## config.mk

```make
export PLATFORM = sky130hd
export DESIGN_NAME = stlb_top
export DESIGN_NICKNAME = d
export VERILOG_FILES = /design/src/common/ecc_pkg.sv /design/src/common/stlb_pkg.sv /design/src/common/stlb_cfg_if.sv /design/src/common/stlb_ram_if.sv /design/src/stlb_top.sv /design/src/stlb_csr.sv /design/src/stlb/stlb_lookup.sv /design/src/stlb/stlb_data_ecc_ram.sv /design/src/ecc/secded_decode.sv
export SDC_FILE = /design/constraint.sdc
export NUM_CORES = 1
export LEC_CHECK = 0
export BUFFER_PORTS_ARGS = -buffer_cell sky130_fd_sc_hd__buf_2
export CORE_ASPECT_RATIO = 0.7
export CORE_MARGIN = 5
export CORE_UTILIZATION = 40
export CTS_CLUSTER_DIAMETER = 200
export DETAILED_ROUTE_END_ITERATION = 12
export GPL_ROUTABILITY_DRIVEN = 0
export PLACE_DENSITY_LB_ADDON = 0.15
export SLEW_MARGIN = 10
export SYNTH_ARGS = -nofsm -noshare
export SYNTH_HDL_FRONTEND = slang
export SYNTH_SLANG_ARGS = --single-unit
```

## constraint.sdc

```tcl
create_clock -name clk -period 5.8 [get_ports clk]
set_input_delay 1.16 -clock clk [delete_from_list [all_inputs] [get_ports clk]]
set_output_delay 1.16 -clock clk [all_outputs]
set_load 0.005 [all_outputs]
```

## src/common/ecc_pkg.sv

```systemverilog
// Extended Hamming SECDED over 32 data bits; data sits in the low bits, then check, then parity.
package ecc_pkg;

	localparam int ECC_DATA_W  = 32;
	localparam int ECC_CHECK_W = 7;
	localparam int ECC_HAM_W   = ECC_CHECK_W - 1; // Hamming bits without the overall parity.
	localparam int ECC_CODE_W  = ECC_DATA_W + ECC_CHECK_W;

	typedef logic [ECC_CODE_W-1:0]  ecc_code_t;
	typedef logic [ECC_CHECK_W-1:0] ecc_syndrome_t; // Overall parity in the top bit.

	// ====================
	// Check bit generation
	// ====================
	// Each data bit owns a Hamming position that is not a power of two,
	// so the check word is the XOR of the positions of all set data bits.
	function automatic logic [ECC_HAM_W-1:0] secded_check(input logic [ECC_DATA_W-1:0] data);
		logic [ECC_HAM_W-1:0] chk;
		logic [ECC_HAM_W-1:0] pos;
		chk = '0;
		pos = ECC_HAM_W'(3);
		for (int i = 0; i < ECC_DATA_W; i++) begin
			if (data[i]) begin
				chk = chk ^ pos;
			end
			pos = pos + 1'b1;
			if ((pos & (pos - 1'b1)) == '0) begin
				pos = pos + 1'b1; // Skip the check bit positions.
			end
		end
		return chk;
	endfunction

	// The overall parity bit makes the XOR of the full codeword zero.
	function automatic ecc_code_t secded_encode(input logic [ECC_DATA_W-1:0] data);
		logic [ECC_HAM_W-1:0] chk;
		chk = secded_check(data);
		return {^{chk, data}, chk, data};
	endfunction

endpackage

```

## src/common/stlb_pkg.sv

```systemverilog
// Entry layout and register map for a 16-entry direct-mapped STLB; index is the low VPN bits.
package stlb_pkg;

	// ====================
	// Translation entry
	// ====================
	localparam int STLB_VPN_W  = 16;
	localparam int STLB_IDX_W  = 4; // Also the data RAM address width.
	localparam int STLB_TAG_W  = 12; // Upper VPN bits above the index.
	localparam int STLB_PPN_W  = 16;
	localparam int STLB_PERM_W = 3;

	typedef logic [STLB_VPN_W-1:0]  stlb_vpn_t;
	typedef logic [STLB_IDX_W-1:0]  stlb_idx_t;
	typedef logic [STLB_TAG_W-1:0]  stlb_tag_t;
	typedef logic [STLB_PPN_W-1:0]  stlb_ppn_t;
	typedef logic [STLB_PERM_W-1:0] stlb_perm_t;

	// Packs into exactly one 32-bit ECC data word.
	typedef struct packed {
		logic       valid;
		stlb_tag_t  tag;
		stlb_ppn_t  ppn;
		stlb_perm_t perm;
	} stlb_entry_t;

	// ====================
	// Register map
	// ====================
	localparam int STLB_CNT_W = 16;
	typedef logic [STLB_CNT_W-1:0] stlb_cnt_t; // Saturates at all ones.

	localparam int CSR_ADDR_W = 2;
	localparam int CSR_DATA_W = 32;

	localparam logic [CSR_ADDR_W-1:0] CSR_CTRL   = 2'd0;
	localparam logic [CSR_ADDR_W-1:0] CSR_INJECT = 2'd1;
	localparam logic [CSR_ADDR_W-1:0] CSR_CE_CNT = 2'd2;
	localparam logic [CSR_ADDR_W-1:0] CSR_UE_CNT = 2'd3;

	// Bit positions inside CSR_CTRL.
	localparam int CTRL_ENABLE_BIT = 0;
	localparam int CTRL_FLUSH_BIT  = 1;

endpackage
```

## src/common/stlb_cfg_if.sv

```systemverilog
// Control from the register block to the engine; flush_req and all events are one-cycle pulses.
`timescale 1ns/1ps
`default_nettype none

interface stlb_cfg_if;

	logic                          enable;
	logic                          flush_req;
	logic [ecc_pkg::ECC_DATA_W-1:0] inject_mask;
	logic                          flush_busy;
	logic                          inject_done;
	logic                          ce_event;
	logic                          ue_event;

	modport csr (output enable, flush_req, inject_mask,
		input flush_busy, inject_done, ce_event, ue_event);
	modport engine (input enable, flush_req, inject_mask,
		output flush_busy, inject_done, ce_event, ue_event);

endinterface

`default_nettype wire

```

## src/common/stlb_ram_if.sv

```systemverilog
// Single-port data RAM bus; rdata is valid after a read edge and holds until the next read.
`timescale 1ns/1ps
`default_nettype none

interface stlb_ram_if;
	import stlb_pkg::*;
	import ecc_pkg::*;

	logic      cs;
	logic      we;
	stlb_idx_t addr;
	ecc_code_t wdata;
	ecc_code_t rdata;

	modport engine (output cs, we, addr, wdata, input rdata);
	modport mem (input cs, we, addr, wdata, output rdata);

endinterface

`default_nettype wire

```

## src/stlb_top.sv

```systemverilog
// STLB top; the buffer must be flushed once after reset before lookups can be trusted.
`timescale 1ns/1ps
`default_nettype none

module stlb_top (
	input wire                              clk,
	input wire                              rst,
	// Lookup request and response.
	input wire                              req_valid,
	output logic                            req_ready,
	input wire stlb_pkg::stlb_vpn_t          req_vpn,
	output logic                            rsp_valid,
	input wire                              rsp_ready,
	output logic                            rsp_hit,
	output stlb_pkg::stlb_ppn_t              rsp_ppn,
	output stlb_pkg::stlb_perm_t             rsp_perm,
	output logic                            rsp_err,
	// Refill.
	input wire                              fill_valid,
	output logic                            fill_ready,
	input wire stlb_pkg::stlb_vpn_t          fill_vpn,
	input wire stlb_pkg::stlb_ppn_t          fill_ppn,
	input wire stlb_pkg::stlb_perm_t         fill_perm,
	// Registers.
	input wire                              csr_wr,
	input wire [stlb_pkg::CSR_ADDR_W-1:0]    csr_addr,
	input wire [stlb_pkg::CSR_DATA_W-1:0]    csr_wdata,
	output logic [stlb_pkg::CSR_DATA_W-1:0]  csr_rdata
);
	import stlb_pkg::*;
	import ecc_pkg::*;

	stlb_ram_if ram_if ();
	stlb_cfg_if cfg_if ();

	stlb_csr i_csr (
		.clk       (clk),
		.rst       (rst),
		.csr_wr    (csr_wr),
		.csr_addr  (csr_addr),
		.csr_wdata (csr_wdata),
		.csr_rdata (csr_rdata),
		.cfg       (cfg_if.csr)
	);

	stlb_lookup i_lookup (
		.clk        (clk),
		.rst        (rst),
		.req_valid  (req_valid),
		.req_ready  (req_ready),
		.req_vpn    (req_vpn),
		.rsp_valid  (rsp_valid),
		.rsp_ready  (rsp_ready),
		.rsp_hit    (rsp_hit),
		.rsp_ppn    (rsp_ppn),
		.rsp_perm   (rsp_perm),
		.rsp_err    (rsp_err),
		.fill_valid (fill_valid),
		.fill_ready (fill_ready),
		.fill_vpn   (fill_vpn),
		.fill_ppn   (fill_ppn),
		.fill_perm  (fill_perm),
		.ram        (ram_if.engine),
		.cfg        (cfg_if.engine)
	);

	stlb_data_ecc_ram #(
		.addr_w (STLB_IDX_W),
		.data_w (ECC_CODE_W)
	) i_ram (
		.clk (clk),
		.ram (ram_if.mem)
	);

endmodule

`default_nettype wire

```

## src/stlb_csr.sv

```systemverilog
// Four registers, write-only side effects; counters saturate and any write to one clears it.
`timescale 1ns/1ps
`default_nettype none

module stlb_csr (
	input wire                              clk,
	input wire                              rst,
	input wire                              csr_wr,
	input wire [stlb_pkg::CSR_ADDR_W-1:0]    csr_addr,
	input wire [stlb_pkg::CSR_DATA_W-1:0]    csr_wdata,
	output logic [stlb_pkg::CSR_DATA_W-1:0]  csr_rdata,
	stlb_cfg_if.csr                         cfg
);
	import stlb_pkg::*;

	logic                  enable_q;
	logic                  flush_req_q;
	logic [CSR_DATA_W-1:0] inject_q;
	stlb_cnt_t             ce_cnt_q;
	stlb_cnt_t             ue_cnt_q;

	assign cfg.enable      = enable_q;
	assign cfg.flush_req   = flush_req_q;
	assign cfg.inject_mask = inject_q;

	always_ff @(posedge clk) begin
		if (rst) begin
			enable_q    <= 1'b0;
			flush_req_q <= 1'b0;
			inject_q    <= '0;
			ce_cnt_q    <= '0;
			ue_cnt_q    <= '0;
		end else begin
			flush_req_q <= csr_wr && (csr_addr == CSR_CTRL) && csr_wdata[CTRL_FLUSH_BIT];
			if (csr_wr && (csr_addr == CSR_CTRL)) begin
				enable_q <= csr_wdata[CTRL_ENABLE_BIT];
			end
			// A new mask written in the same cycle as a refill survives.
			if (csr_wr && (csr_addr == CSR_INJECT)) begin
				inject_q <= csr_wdata;
			end else if (cfg.inject_done) begin
				inject_q <= '0;
			end
			if (csr_wr && (csr_addr == CSR_CE_CNT)) begin
				ce_cnt_q <= '0;
			end else if (cfg.ce_event && (ce_cnt_q != '1)) begin
				ce_cnt_q <= ce_cnt_q + 1'b1;
			end
			if (csr_wr && (csr_addr == CSR_UE_CNT)) begin
				ue_cnt_q <= '0;
			end else if (cfg.ue_event && (ue_cnt_q != '1)) begin
				ue_cnt_q <= ue_cnt_q + 1'b1;
			end
		end
	end

	always_comb begin
		csr_rdata = '0;
		case (csr_addr)
			CSR_CTRL: begin
				csr_rdata[CTRL_ENABLE_BIT] = enable_q;
				csr_rdata[CTRL_FLUSH_BIT]  = cfg.flush_busy; // Reads back busy, not the request.
			end
			CSR_INJECT: csr_rdata = inject_q;
			CSR_CE_CNT: csr_rdata = {{(CSR_DATA_W - STLB_CNT_W){1'b0}}, ce_cnt_q};
			CSR_UE_CNT: csr_rdata = {{(CSR_DATA_W - STLB_CNT_W){1'b0}}, ue_cnt_q};
			default:    csr_rdata = '0;
		endcase
	end

endmodule

`default_nettype wire

```

## src/stlb/stlb_lookup.sv

```systemverilog
// One lookup in flight; a refill beats a same-cycle request and a flush blocks both for 16 cycles.
`timescale 1ns/1ps
`default_nettype none

module stlb_lookup (
	input wire                      clk,
	input wire                      rst,
	input wire                      req_valid,
	output logic                    req_ready,
	input wire stlb_pkg::stlb_vpn_t  req_vpn,
	output logic                    rsp_valid,
	input wire                      rsp_ready,
	output logic                    rsp_hit,
	output stlb_pkg::stlb_ppn_t      rsp_ppn,
	output stlb_pkg::stlb_perm_t     rsp_perm,
	output logic                    rsp_err,
	input wire                      fill_valid,
	output logic                    fill_ready,
	input wire stlb_pkg::stlb_vpn_t  fill_vpn,
	input wire stlb_pkg::stlb_ppn_t  fill_ppn,
	input wire stlb_pkg::stlb_perm_t fill_perm,
	stlb_ram_if.engine              ram,
	stlb_cfg_if.engine              cfg
);
	import stlb_pkg::*;
	import ecc_pkg::*;

	typedef enum logic [1:0] {
		ST_IDLE,
		ST_READ,
		ST_RESP,
		ST_FLUSH
	} state_t;

	state_t                state_q;
	stlb_tag_t             tag_q;
	stlb_idx_t             flush_idx_q;
	logic                  flush_pend_q;
	logic                  flush_start;
	logic                  req_fire;
	logic                  fill_fire;
	stlb_entry_t           fill_entry;
	ecc_code_t             fill_code;
	logic [ECC_DATA_W-1:0] dec_data;
	stlb_entry_t           dec_entry;
	logic                  dec_ce;
	logic                  dec_ue;
	logic                  resp_hit;

	// ====================
	// Handshakes
	// ====================
	// A flush request that arrives while a lookup is busy waits in flush_pend_q.
	assign flush_start = (state_q == ST_IDLE) && (cfg.flush_req || flush_pend_q);
	assign fill_ready  = (state_q == ST_IDLE) && !cfg.flush_req && !flush_pend_q;
	assign req_ready   = fill_ready && !fill_valid; // Refill has priority.
	assign fill_fire   = fill_valid && fill_ready;
	assign req_fire    = req_valid && req_ready;
	assign rsp_valid   = (state_q == ST_RESP);

	assign cfg.flush_busy  = (state_q == ST_FLUSH) || flush_pend_q || cfg.flush_req;
	assign cfg.inject_done = fill_fire && (cfg.inject_mask != '0);
	assign cfg.ce_event    = (state_q == ST_READ) && dec_ce; // Once per response.
	assign cfg.ue_event    = (state_q == ST_READ) && dec_ue;

	// ====================
	// RAM port
	// ====================
	assign fill_entry = '{
		valid: 1'b1,
		tag:   fill_vpn[STLB_VPN_W-1 -: STLB_TAG_W],
		ppn:   fill_ppn,
		perm:  fill_perm
	};
	// Injected errors land on the data bits only.
	assign fill_code = secded_encode(fill_entry) ^ {{ECC_CHECK_W{1'b0}}, cfg.inject_mask};

	always_comb begin
		ram.cs    = 1'b0;
		ram.we    = 1'b0;
		ram.addr  = req_vpn[STLB_IDX_W-1:0];
		ram.wdata = fill_code;
		if (state_q == ST_FLUSH) begin
			ram.cs    = 1'b1;
			ram.we    = 1'b1;
			ram.addr  = flush_idx_q;
			ram.wdata = secded_encode('0); // An all-zero entry is invalid.
		end else if (fill_fire) begin
			ram.cs   = 1'b1;
			ram.we   = 1'b1;
			ram.addr = fill_vpn[STLB_IDX_W-1:0];
		end else if (req_fire) begin
			ram.cs = 1'b1;
		end
	end

	secded_decode i_decode (
		.code (ram.rdata),
		.data (dec_data),
		.ce   (dec_ce),
		.ue   (dec_ue)
	);

	assign dec_entry = stlb_entry_t'(dec_data);
	assign resp_hit  = cfg.enable && dec_entry.valid && (dec_entry.tag == tag_q) && !dec_ue;

	// ====================
	// FSM
	// ====================
	always_ff @(posedge clk) begin
		if (rst) begin
			state_q      <= ST_IDLE;
			flush_idx_q  <= '0;
			flush_pend_q <= 1'b0;
		end else begin
			flush_pend_q <= (flush_pend_q || cfg.flush_req) && !flush_start;
			case (state_q)
				ST_IDLE: begin
					if (flush_start) begin
						state_q     <= ST_FLUSH;
						flush_idx_q <= '0;
					end else if (req_fire) begin
						state_q <= ST_READ;
					end
				end
				ST_READ: state_q <= ST_RESP; // RAM data is valid now.
				ST_RESP: begin
					if (rsp_ready) begin
						state_q <= ST_IDLE;
					end
				end
				ST_FLUSH: begin
					flush_idx_q <= flush_idx_q + 1'b1;
					if (flush_idx_q == '1) begin
						state_q <= ST_IDLE;
					end
				end
				default: state_q <= ST_IDLE;
			endcase
		end
	end

	// The response registers load once per lookup and hold through back-pressure.
	always_ff @(posedge clk) begin
		if (req_fire) begin
			tag_q <= req_vpn[STLB_VPN_W-1 -: STLB_TAG_W];
		end
		if (state_q == ST_READ) begin
			rsp_hit  <= resp_hit;
			rsp_ppn  <= resp_hit ? dec_entry.ppn : '0;
			rsp_perm <= resp_hit ? dec_entry.perm : '0;
			rsp_err  <= dec_ue;
		end
	end

endmodule

`default_nettype wire

```

## src/stlb/stlb_data_ecc_ram.sv

```systemverilog
// Behavioural single-port RAM; contents are undefined until written, reads have one cycle latency.
`timescale 1ns/1ps
`default_nettype none

module stlb_data_ecc_ram #(
	parameter int addr_w = 4,
	parameter int data_w = 39
) (
	input wire       clk,
	stlb_ram_if.mem  ram
);

	logic [data_w-1:0] words [2**addr_w];

	// Write and read share the one port, so a write cycle leaves rdata alone.
	always_ff @(posedge clk) begin
		if (ram.cs) begin
			if (ram.we) begin
				words[ram.addr] <= ram.wdata;
			end else begin
				ram.rdata <= words[ram.addr]; // Holds until the next read.
			end
		end
	end

endmodule

`default_nettype wire

```

## src/ecc/secded_decode.sv

```systemverilog
// Combinational SECDED check; three or more flipped bits are not reliably detected.
`timescale 1ns/1ps
`default_nettype none

module secded_decode (
	input wire ecc_pkg::ecc_code_t            code,
	output logic [ecc_pkg::ECC_DATA_W-1:0]   data,
	output logic                             ce,
	output logic                             ue
);
	import ecc_pkg::*;

	logic [ECC_DATA_W-1:0] raw;
	logic [ECC_HAM_W-1:0]  chk;
	ecc_syndrome_t         syn;

	assign raw = code[ECC_DATA_W-1:0];
	assign chk = code[ECC_DATA_W +: ECC_HAM_W];
	assign syn = {^code, secded_check(raw) ^ chk};

	// Odd parity means one flipped bit. Even parity with a nonzero syndrome means two.
	assign ce = syn[ECC_CHECK_W-1];
	assign ue = !syn[ECC_CHECK_W-1] && (syn[ECC_HAM_W-1:0] != '0);

	// The syndrome names the Hamming position of the bad bit. A flipped check
	// or parity bit matches no data position and leaves the data alone.
	always_comb begin
		data = raw;
		for (int i = 0; i < ECC_DATA_W; i++) begin
			if (ce && (syn[ECC_HAM_W-1:0] == secded_check(ECC_DATA_W'(1) << i))) begin
				data[i] = ~raw[i];
			end
		end
	end

endmodule

`default_nettype wire

```

## Word-level counts from Yosys, hierarchy flattened

Memory sizes are Yosys's and may differ from the RTL's. A register that Yosys moved wholly into a read port is not among the register bits.
Cells that the tools add are included.

| operators by class | value |
|---|---|
| div/mod/pow operators | 0 |
| muxes and demuxes | 117 |
| shift-type cells | 0 |
| equal/unequal tests | 46 |
| bitwise gates (word level) | 97 |
| $mul | 0 |
| $add $sub $neg | 3 |
| order comparisons | 0 |
| reductions and logical operators | 75 |

Operator list:

| kind | count |
|---|---|
| 5-bit 2-to-1 mux | 30 |
| 6-bit by 5-bit equality test with 1-bit output, second input constant | 15 |
| 30-bit one-hot mux with 3 select lines | 1 |
| 3-bit NOT | 26 |
| 4-bit 2-to-1 mux | 17 |
| 6-bit 2-to-1 mux | 11 |
| 32-bit 2-to-1 mux | 2 |
| 1-bit logical AND | 53 |
| 2-bit NOT | 23 |
| 6-bit by 4-bit equality test with 1-bit output, second input constant | 7 |
| 1-bit 2-to-1 mux | 40 |
| 4-bit NOT | 10 |
| 39-bit 2-to-1 mux | 1 |
| 39-bit XOR reduction | 1 |
| 39-bit by 32-bit bitwise XOR with 39-bit output | 1 |
| 38-bit XOR reduction | 1 |
| 6-bit equality test, second input constant | 6 |
| 1-bit NOT | 33 |
| 16-bit by 1-bit adder with 16-bit output, second input constant | 2 |
| 16-bit inequality test, second input constant | 2 |
| 32-bit nonzero test | 1 |
| 6-bit by 3-bit equality test with 1-bit output, second input constant | 3 |
| 3-bit 2-to-1 mux | 6 |
| 2-bit one-hot mux with 4 select lines | 2 |
| 22 further kinds | 44 |

| word-level totals | value |
|---|---|
| flip-flop bits (word level) | 106 |
| memories | 1 |
| bits in latches | 0 |
| word-level logic and storage cells | 352 |
| memory bits (writable) | 624 |
| output and inout port bits | 56 |
| ROM bits | 0 |
| input port bits | 91 |

Memory list:

| name | depth | bits a word | read ports | clocked after Yosys merged registers in | write ports | line | text |
|---|---|---|---|---|---|---|---|
| i_ram.words | 16 | 39 | 1 | 1 | 1 | stlb_data_ecc_ram.sv:13 | `logic [data_w-1:0] words [2**addr_w];` |

## Depth between registers and ports, before layout

Gate-level depths: netlist (run 1).

| depth | value |
|---|---|
| depth in word-level cells | 70 |
| gate-level depth with buffers | 13 |

## By module

Synthesis (run 1) repeated with hierarchy kept, for this count alone.

| unflattened totals | value |
|---|---|
| cells, all modules | 1,851 |
| area total of the unflattened synthesis | 32,253.4 um^2 |

Modules (own cells, without submodules):

| module | cells an instance | seq. area each (um^2) | times used | area an instance (um^2) |
|---|---|---|---|---|
| stlb_data_ecc_ram | 1,019 | 19,909.1 | 1 | 24,607.4 |
| stlb_csr | 403 | 1,321.3 | 1 | 3,363.2 |
| stlb_lookup | 277 | 1,131.1 | 1 | 2,877.8 |
| secded_decode | 152 | 0.0 | 1 | 1,405.1 |

## Least setup slack after synthesis (run 1)

Ideal clock, no wire load.

| path | value |
|---|---|
| path type | in2reg |
| start | in fill_valid |
| end | mem i_ram.words[7][0], enable pin |
| setup slack | 900 ps |
| required time | 5,365 ps |
| stages on the path | 8 |
| arrival | 4,465 ps |
| path through | nand2_1 > mux2i_1 > a21oi_1 > buf_2 > buf_2 > buf_2 > nand2_1 > nor2_1 |

| between the ends | value |
|---|---|
| word-level cells in the longest chain between the ends | 8 |
| elaborated cells between the ends (all ways) | 14 |

RTL lines:

| what | line | text |
|---|---|---|
| start: declaration | stlb_top.sv:19 | `input wire fill_valid,` |
| 1-bit zero test | stlb_lookup.sv:56 | `assign req_ready = fill_ready && !fill_valid;` |
| 1-bit logical AND | stlb_lookup.sv:56 |  |
| 1-bit logical AND | stlb_lookup.sv:58 | `assign req_fire = req_valid && req_ready;` |
| 1-bit 2-to-1 mux | stlb_lookup.sv:92 | `end else if (req_fire) begin` |
| 1-bit 2-to-1 mux | stlb_lookup.sv:88 | `end else if (fill_fire) begin` |
| 1-bit 2-to-1 mux | stlb_lookup.sv:83 | `if (state_q == ST_FLUSH) begin` |
| 1-bit 2-to-1 mux | stlb_data_ecc_ram.sv:17 | `if (ram.cs) begin` |
| 1-bit 2-to-1 mux (not written as such) | stlb_data_ecc_ram.sv:19 | `words[ram.addr] <= ram.wdata;` |
| end: declaration | stlb_data_ecc_ram.sv:13 |  |

Parallel ways exist; a longest one is shown, timed or not.

## Worst setup path in the final report (run 1)

| path | value |
|---|---|
| start | reg i_ram.ram.rdata[2] (read register of i_ram.words) |
| end | reg i_lookup.rsp_ppn[14] (data pin) |

| between the ends | value |
|---|---|
| word-level cells in the longest chain between the ends | 53 |
| elaborated cells between the ends (all ways) | 106 |

RTL lines:

| what | line | text |
|---|---|---|
| start: declaration | stlb_ram_if.sv:16 | `modport mem (input cs, we, addr, wdata, output rdata);` |
| 3-bit 2-to-1 mux | ecc_pkg.sv:23 | `if (data[i]) begin` |
| 3-bit NOT (no source line) | -- |  |
| 3-bit 2-to-1 mux | ecc_pkg.sv:23 |  |
| 4-bit 2-to-1 mux | ecc_pkg.sv:23 |  |
| 2-bit NOT (no source line) / 4-bit 2-to-1 mux (equally long branches) | -- |  |
| 4-bit 2-to-1 mux | ecc_pkg.sv:23 |  |
| 3-bit NOT (no source line) / 2-bit NOT (equally long branches) | -- |  |
| 4-bit 2-to-1 mux | ecc_pkg.sv:23 |  |
| (+36 left out) | -- |  |
| 3-bit NOT (no source line) | -- |  |
| 6-bit 2-to-1 mux | ecc_pkg.sv:23 |  |
| 6-bit bitwise XOR | secded_decode.sv:19 | `assign syn = {^code, secded_check(raw) ^ chk};` |
| 6-bit by 5-bit equality test with 1-bit output / 6-bit equality test (equally long branches) | secded_decode.sv:30 | `if (ce && (syn[ECC_HAM_W-1:0] == secded_check(ECC_DATA_W'(1) << i))) begin` |
| 1-bit logical AND | secded_decode.sv:30 |  |
| 1-bit 2-to-1 mux | secded_decode.sv:30 |  |
| 12-bit equality test / 1-bit logical AND (equally long branches) | stlb_lookup.sv:105 | `assign resp_hit = cfg.enable && dec_entry.valid && (dec_entry.tag == tag_q) && !dec_ue;` |
| 1-bit logical AND (2 in series) | stlb_lookup.sv:105 |  |
| end signal: assignment | stlb_lookup.sv:150 | `rsp_ppn <= resp_hit ? dec_entry.ppn : '0;` |
| end: declaration | stlb_lookup.sv:14 | `output stlb_pkg::stlb_ppn_t rsp_ppn,` |

Parallel ways exist; a longest one is shown, timed or not.
A chain may end at the register's enable or synchronous reset.

==> out/qor.yml, run 1 <==
sta:
  setup_tns_ns: 0
  fin_crit_ns: 4.79
  drv_slew: 0
  setup_viol: 0
  skew_ns: 0.0200
  finalHoldViolations: 0
  whs_ns: 0.506
  max_freq_ghz: 0.209
  min_period_over_period_pct: 82.5
  rsz0062_at_grt: "no"
  tightestPinTransition_ns: 1.26
  relSlewSlack_pct: 15.6
power:
  p_per_area_nw_per_um2: 493
  leakagePower_nw: 12.2
  p_total_mw: 18.3
  irDropWorstVdd_uv: 681
critical_path:
  cpPeakStageDelay_ns: 0.68
  cp.required_ns: 6.23
  crit_chain: "xnor3_1 > xor2_1 > xnor3_2 > xnor3_2 > nand2_1 > or4_4 > a221oi_2 > nand4b_2 > nor4_2"
  worstSetupEndpointType: "flip-flop"
  cpMostUsedCell: "xnor3_2"
  worstPathArrival_ns: 5.22
  slowest_stage: "edfxtp_1"
  cp-start-kind: "flip-flop"
  critPathKind: "reg2reg"
  cp_max_fo: 20
placed_design:
  placedCellCount: 3032
  dp_hpwl_um: 56000
  portBuffers: 146
global_route:
  gr-total-overflow: 0
  grt_use_total_pct: 19.9
  antenna_found_initial: 4
  grt_max_degree: 113
  grt_pass1_vias: 17500
  grt_first_pass_wirelength_um: 126000
synth:
  synth-edff-count: 696
  synth-warning-count: 0
  yosys.cell_types.count: 66
  yosysTopAreaCell: "edfxtp_1"
  ys_seq_area_share_pct: 68.7
  synth_area_leaders: "edfxtp_1 64%, mux4_2 11%, dfxtp_1 4.5%, xnor2_1 3.1%, nor2_1 1.8%"
  ys_async_sr_fraction_pct: 0
  netlist_instances: 1873
  avgSynthCellArea_sq_um: 17.4
  synth-seq-cells: 769
  postSynthNetCount: 1967
  synth_top_flop_cell: "edfxtp_1"
  synth_top_cell_area_share_pct: 64.2
  syn_area_sq_um: 32500
cells_and_area:
  drive_gt1_share_pct: 25.6
  stdcell_count: 3167
  final_nets: 2136
  area_growth_pct: 14.5
  antenna_cells_inserted: 0
  finalCoreUtilization_pct: 46.2
floorplanning:
  start_util_pct: 40.4
  fp.dieH_um: 249
  row_count: 87
  core_sq_um: 80600
  ios: 147
  die_w_um: 351
  die-area_sq_um: 87200
flow_run:
  maxCapViolations: 0
cts:
  cts.sinks: 769
  htree_levels: 3
  clockBufferDepth: 3
  cts_hold_buffers: 0
  clock_latency_ns: 0.64
  cts_tree: "done"
  cts_buffers: 76
  clkTransAtPathRegs_ns: 0.06
  cts-root-buf: "clkbuf_16"
  post_cts_buffers: 0
  cts_resized: 0
route:
  drt_iter0_markers: 1663
  antenna_left: 0
  drc: 0
  drt_wl_total_um: 87600
  dr.pass1.iters: 7
  vias: 17800
  post_drt_wl_per_cell_um: 27.7
  vias_per_cell: 5.61
status:
  status: "finished clean"
worst_hold_path:
  hold_class: "reg2reg"
[power breakdown]
part | total [mW] | internal, mW | switching [mW]
clock | 4.81 | 2.69 | 2.12
sequential | 7.18 | 6.98 | 0.202
combinational | 6.36 | 2.32 | 4.03
total | 18.3 | 12.0 | 6.35
[synthesized netlist by cell type, types with 5 or more instances]
library cell  count
xor2_1           64
nor2_1          155
buf_6             6
a22o_1           14
a22oi_1          33
a21oi_1          51
and2_1           23
o211ai_1          6
nor2b_1          42
mux2_2           14
clkbuf_1         63
inv_1             5
xnor2_1         117
dfxtp_1          73
mux4_2          158
nand4_1          16
edfxtp_1        696
buf_1            15
o21ai_0           5
buf_2            15
nor3_1           25
xnor3_1          17
mux2i_1          48
nand2_1          50
a211oi_1         40
nand2b_1          5
and3_1            6
nand3_1          21
xnor3_2           7
nor4_1           11
nor4_2           19
[per-layer routing]
layer	GRT usage (%)	routed length (um)	vias to the layer above
met5	0	0	-
met4	4.25	1550	0
met3	4.04	6070	106
met2	28.2	37900	559
met1	31.8	42000	9389
li1	-	-	7706
[registers in the layout, indices dropped and copies added (netlist names), 3 cells and up]
register	flops
i_lookup.rsp_perm	3
i_lookup.tag_q	12
i_ram.words	624
i_csr.cfg.inject_mask	32
i_lookup.rsp_ppn	16
i_csr.ue_cnt_q	16
i_csr.ce_cnt_q	16
i_lookup.flush_idx_q	4
i_ram.ram.rdata	39
[cells in the final DEF (no fill, tap or decap), types with 7 or more instances in the layout]
cell type and count:
a211oi_1 40, a21oi_1 49, a22o_1 14, a22oi_1 33, and2_1 22, buf_12 12, buf_2 146, buf_4 33
clkbuf_1 18, clkbuf_16 79, clkinv_1 16, clkinv_2 7, dfxtp_1 73, edfxtp_1 696, mux2_2 14, mux2i_1 48
mux4_2 158, nand2_1 50, nand3_1 21, nand4_1 16, nor2_1 134, nor2_4 17, nor2b_1 41, nor3_1 25
nor4_1 11, nor4_2 19, xnor2_1 117, xnor3_1 17, xnor3_2 7, xor2_1 64
[per-stage QoR]
stage | cell area (sq um) | setup slack, ns
2_1_floorplan | 32500 | 0.900
3_3_place_gp | 34800 | 1.14
3_5_place_dp | 34800 | 1.05
4_1_cts | 37200 | 1.01
5_1_grt | 37200 | 0.702
6_report | 37200 | 1.01
[layout make-up]
type,count,area (sq um)
Clock buffer,97,2040
Multi-Input combinational cell,999,9920
Sequential cell,769,22400
Fill cell,7002,43300
Inverter,5,18.8
Timing Repair Buffer,191,1220
Clock inverter,38,353
Tap cell,1068,1340
[worst max-delay path: cells and delay by family (launching register included)]
kind / cells / cell delay [ns]
AOI/OAI and AO/OA: 1 / 0.26
xor gates and xnor gates: 4 / 1.62
DFF: 1 / 0.68
and+or+nand+nor: 4 / 2.02
[logic make-up after synthesis]
kind of cell               share of synthesized area, %
and+or+nand+nor                                    6.38
DFF                                                68.7
adders and majority gates                         0.115
buffers and inverters                              1.42
xor gates and xnor gates                           6.92
muxes                                              12.9
AOI/OAI and AO/OA                                  3.55
[path summary, 6_finish.rpt]
check,from,to,slack [ns],depth (start not counted)
setup / recovery,i_ram.ram.rdata[2],i_lookup.rsp_ppn[14],1.01,9
hold / removal,i_lookup.flush_idx_q[3],i_lookup.flush_idx_q[3],0.51,1
hold reg to reg,i_lookup.flush_idx_q[3],i_lookup.flush_idx_q[3],0.51,1
setup reg to reg,i_ram.ram.rdata[2],i_lookup.rsp_ppn[14],1.01,9
No activity file was read; power rests on OpenSTA's default activity.
==> run 2: changes to the inputs <==
Settings changed: ABC_AREA set to 1.
Clock period 5.8 ns to 4.8 ns, I/O delays scaled along.
==> run 2 against run 1 <==
Net effect: synthesized cell count is 52% higher; critical path depth up 4; largest power group unchanged; register-to-register slack got worse by 0.28 ns; routed wire length increased by 14%; final cell count grew 31%; clock-buffer cell count down 10; sequential power up 25%.
==> out/qor.yml, run 2 <==
status:
  status: "finished clean"
synth:
  netlist_instances: 2848
  avgSynthCellArea_sq_um: 11.6
  synth-seq-cells: 769
  yosys.cell_types.count: 41
  synth.most_common_cell: "nand2_1"
  synth_area_leaders: "edfxtp_1 63%, nand2_1 8.9%, a22oi_1 7.1%, dfxtp_1 4.4%, xnor2_1 2.4%"
  postSynthNetCount: 2942
  synth-edff-count: 696
  synth_top_cell_area_share_pct: 63.3
  syn_area_sq_um: 33000
  synth_top_flop_cell: "edfxtp_1"
  synth_commonest_cells: "779 x nand2_1, 696 x edfxtp_1, 312 x a22oi_1, 162 x inv_1, 132 x nor2_1"
  synth-warning-count: 0
  ys_async_sr_fraction_pct: 0
  ys_seq_area_share_pct: 67.8
  yosysTopAreaCell: "edfxtp_1"
cells_and_area:
  largest_register_ff_count: 624
  final_area_sq_um: 37600
  regMostFlops: "i_ram.words"
  drive_gt1_share_pct: 13.6
  area_growth_pct: 13.8
  stdcell_count: 4141
  final_common_cell: "nand2_1"
  final_cell_mix: "779 x nand2_1, 696 x edfxtp_1, 312 x a22oi_1, 158 x inv_1, 146 x buf_2"
  final_nets: 3089
critical_path:
  critPathKind: "reg2reg"
  r2r_slack_ns: 0.74
  cpMostUsedCell: "inv_2"
  worstReg2RegEnd: "i_ram.ram.rdata[17]"
  setup.worst_path.start: "i_lookup.state_q[1]"
  slowest_stage: "nand4_1"
  crit_chain: "nor2_1 > inv_2 > nor2_2 > inv_2 > nor2_2 > inv_2 > o211ai_1 > o21ai_0 > nand2_1 > clkinv_1 > buf_4 > nand2_1 > nand4_1"
  worstPathArrival_ns: 4.19
  cp-start-kind: "flip-flop"
  timing.rr.start: "i_lookup.state_q[1]"
  worstSetupEndpointType: "flip-flop"
  cpPeakStageDelay_ns: 0.65
  cp.required_ns: 4.92
  critPathCapture: "i_ram.ram.rdata[17]"
  r2r_cells: 13
  cp_max_fo: 39
floorplanning:
  die_w_um: 353
  core_sq_um: 82100
  fp.dieH_um: 250
  start_util_pct: 40.2
  row_count: 88
  die-area_sq_um: 88400
  ios: 147
placed_design:
  placed_cell_area_sq_um: 35200
  dp_hpwl_um: 62800
  placedCellCount: 3998
  portBuffers: 146
  dp_slack_ns: 0.502
cts:
  cts_hold_buffers: 0
  htree_levels: 3
  cts_tree: "done"
  clkTransAtPathRegs_ns: 0.07
  clockBufferDepth: 3
  post_cts_buffers: 0
  cts.sinks: 769
  cts_buffers: 75
  cts-root-buf: "clkbuf_16"
  cts_resized: 0
  clock_latency_ns: 0.64
global_route:
  grt_pass1_vias: 21800
  grt_use_met2_pct: 32.7
  gr-total-overflow: 0
  grt_use_met1_pct: 33.7
  grt_max_degree: 157
  grt-busiest-layer: "met1"
  grt_first_pass_wirelength_um: 146000
  grtUsageMet3_pct: 4.07
  antenna_found_initial: 7
  grt_use_total_pct: 22.0
sta:
  worst_slack_ns: 0.736
  finalHoldViolations: 0
  setup_viol: 0
  drv_slew: 0
  skew_ns: 0.0267
  tightestPinTransition_ns: 1.25
  setup_tns_ns: 0
  relSlewSlack_pct: 16.5
  rsz0062_at_grt: "no"
  fin_crit_ns: 4.06
  min_period_over_period_pct: 84.7
  max_freq_ghz: 0.246
route:
  drt_iter0_markers: 2546
  dr.pass1.iters: 6
  drc: 0
  drt_wl_total_um: 100000
  vias: 22900
  post_drt_wl_per_cell_um: 24.2
  antenna_left: 0
  vias_per_cell: 5.53
power:
  p_sw_mw: 8.91
  p_total_mw: 22.8
  power_frac_comb_pct: 35.3
  power_frac_seq_pct: 39.3
  switching_share_pct: 39.0
  leakagePower_nw: 13.5
  intPower_mw: 13.9
  p_clk_share_pct: 25.4
  p_per_area_nw_per_um2: 608
  irDropWorstVdd_uv: 686
worst_hold_path:
  hold_class: "reg2reg"
flow_run:
  maxCapViolations: 0
## run 2: cell families (layout without fill, tap and decap cells)
kind of cell             Yosys count  count (layout)  share of synthesized area [%]
other                              0               9                              0
XOR/XNOR                         149             149                           3.98
AO/OA/AOI/OAI                    438             438                           9.23
AND/OR/NAND/NOR                 1167            1167                           14.9
flip-flops                       769             769                           67.8
buffers and inverters            322             526                           4.04
adder cells (fa/ha/maj)            3               3                          0.114
## run 2: per-stage QoR
| step | hold WS (ns) | utilization [%] |
|---|---|---|
| CTS | 0.466 | 45.7 |
| global placement | 0.452 | 42.8 |
| finish | 0.487 | 45.7 |
| global route | 0.477 | 45.7 |
| floorplan | 0.434 | - |
| detailed placement | 0.474 | 42.8 |
## run 2: final cells by class
type	instances	area [sq um]
Sequential cell	769	22400
Fill cell	7412	44600
Clock inverter	47	407
Timing Repair Buffer	195	1240
Antenna cell	9	22.5
Clock buffer	87	1960
Tap cell	1080	1350
Inverter	197	744
Multi-Input combinational cell	1757	9480
## run 2: routing by layer
| metal | wire length [um] | up-vias | share of wire, % |
|---|---|---|---|
| met4 | 2170 | 2 | 2.2 |
| met3 | 8060 | 149 | 8.0 |
| li1 | - | 10400 | - |
| met5 | 12 | - | 0.012 |
| met2 | 43800 | 948 | 44 |
| met1 | 46100 | 11400 | 46 |
## run 2: worst min-delay path by stage
stage | from | to | slack, ns | depth (start not counted)
final | i_csr.ue_cnt_q[14] | i_csr.ue_cnt_q[14] | 0.49 | 2
after CTS | req_vpn[12] | i_lookup.tag_q[8] | 0.47 | 1
after floorplan | i_csr.ue_cnt_q[2] | i_csr.ue_cnt_q[2] | 0.43 | 1
after global routing | req_vpn[12] | i_lookup.tag_q[8] | 0.48 | 1
after detailed placement | i_csr.ue_cnt_q[14] | i_csr.ue_cnt_q[14] | 0.47 | 2
after global placement | i_csr.ue_cnt_q[2] | i_csr.ue_cnt_q[2] | 0.45 | 1
## run 2: power by group through the flow
stage / logic [mW] / registers, mW / clock network [mW]
global route: 8.78 / 9.01 / 6.18
CTS: 8.01 / 8.97 / 5.91
finish: 8.07 / 8.96 / 5.80
global placement: 7.89 / 9.09 / 0
floorplan: 5.09 / 8.93 / 0
detailed placement: 7.98 / 9.11 / 0
## run 2: critical path, delay by kind of cell (launching register included)
family	cells	cell delay, ns
and+or+nand+nor	6	1.92
AOI/OAI and AO/OA	2	0.53
DFF	1	0.34
buffers and inverters	5	0.73
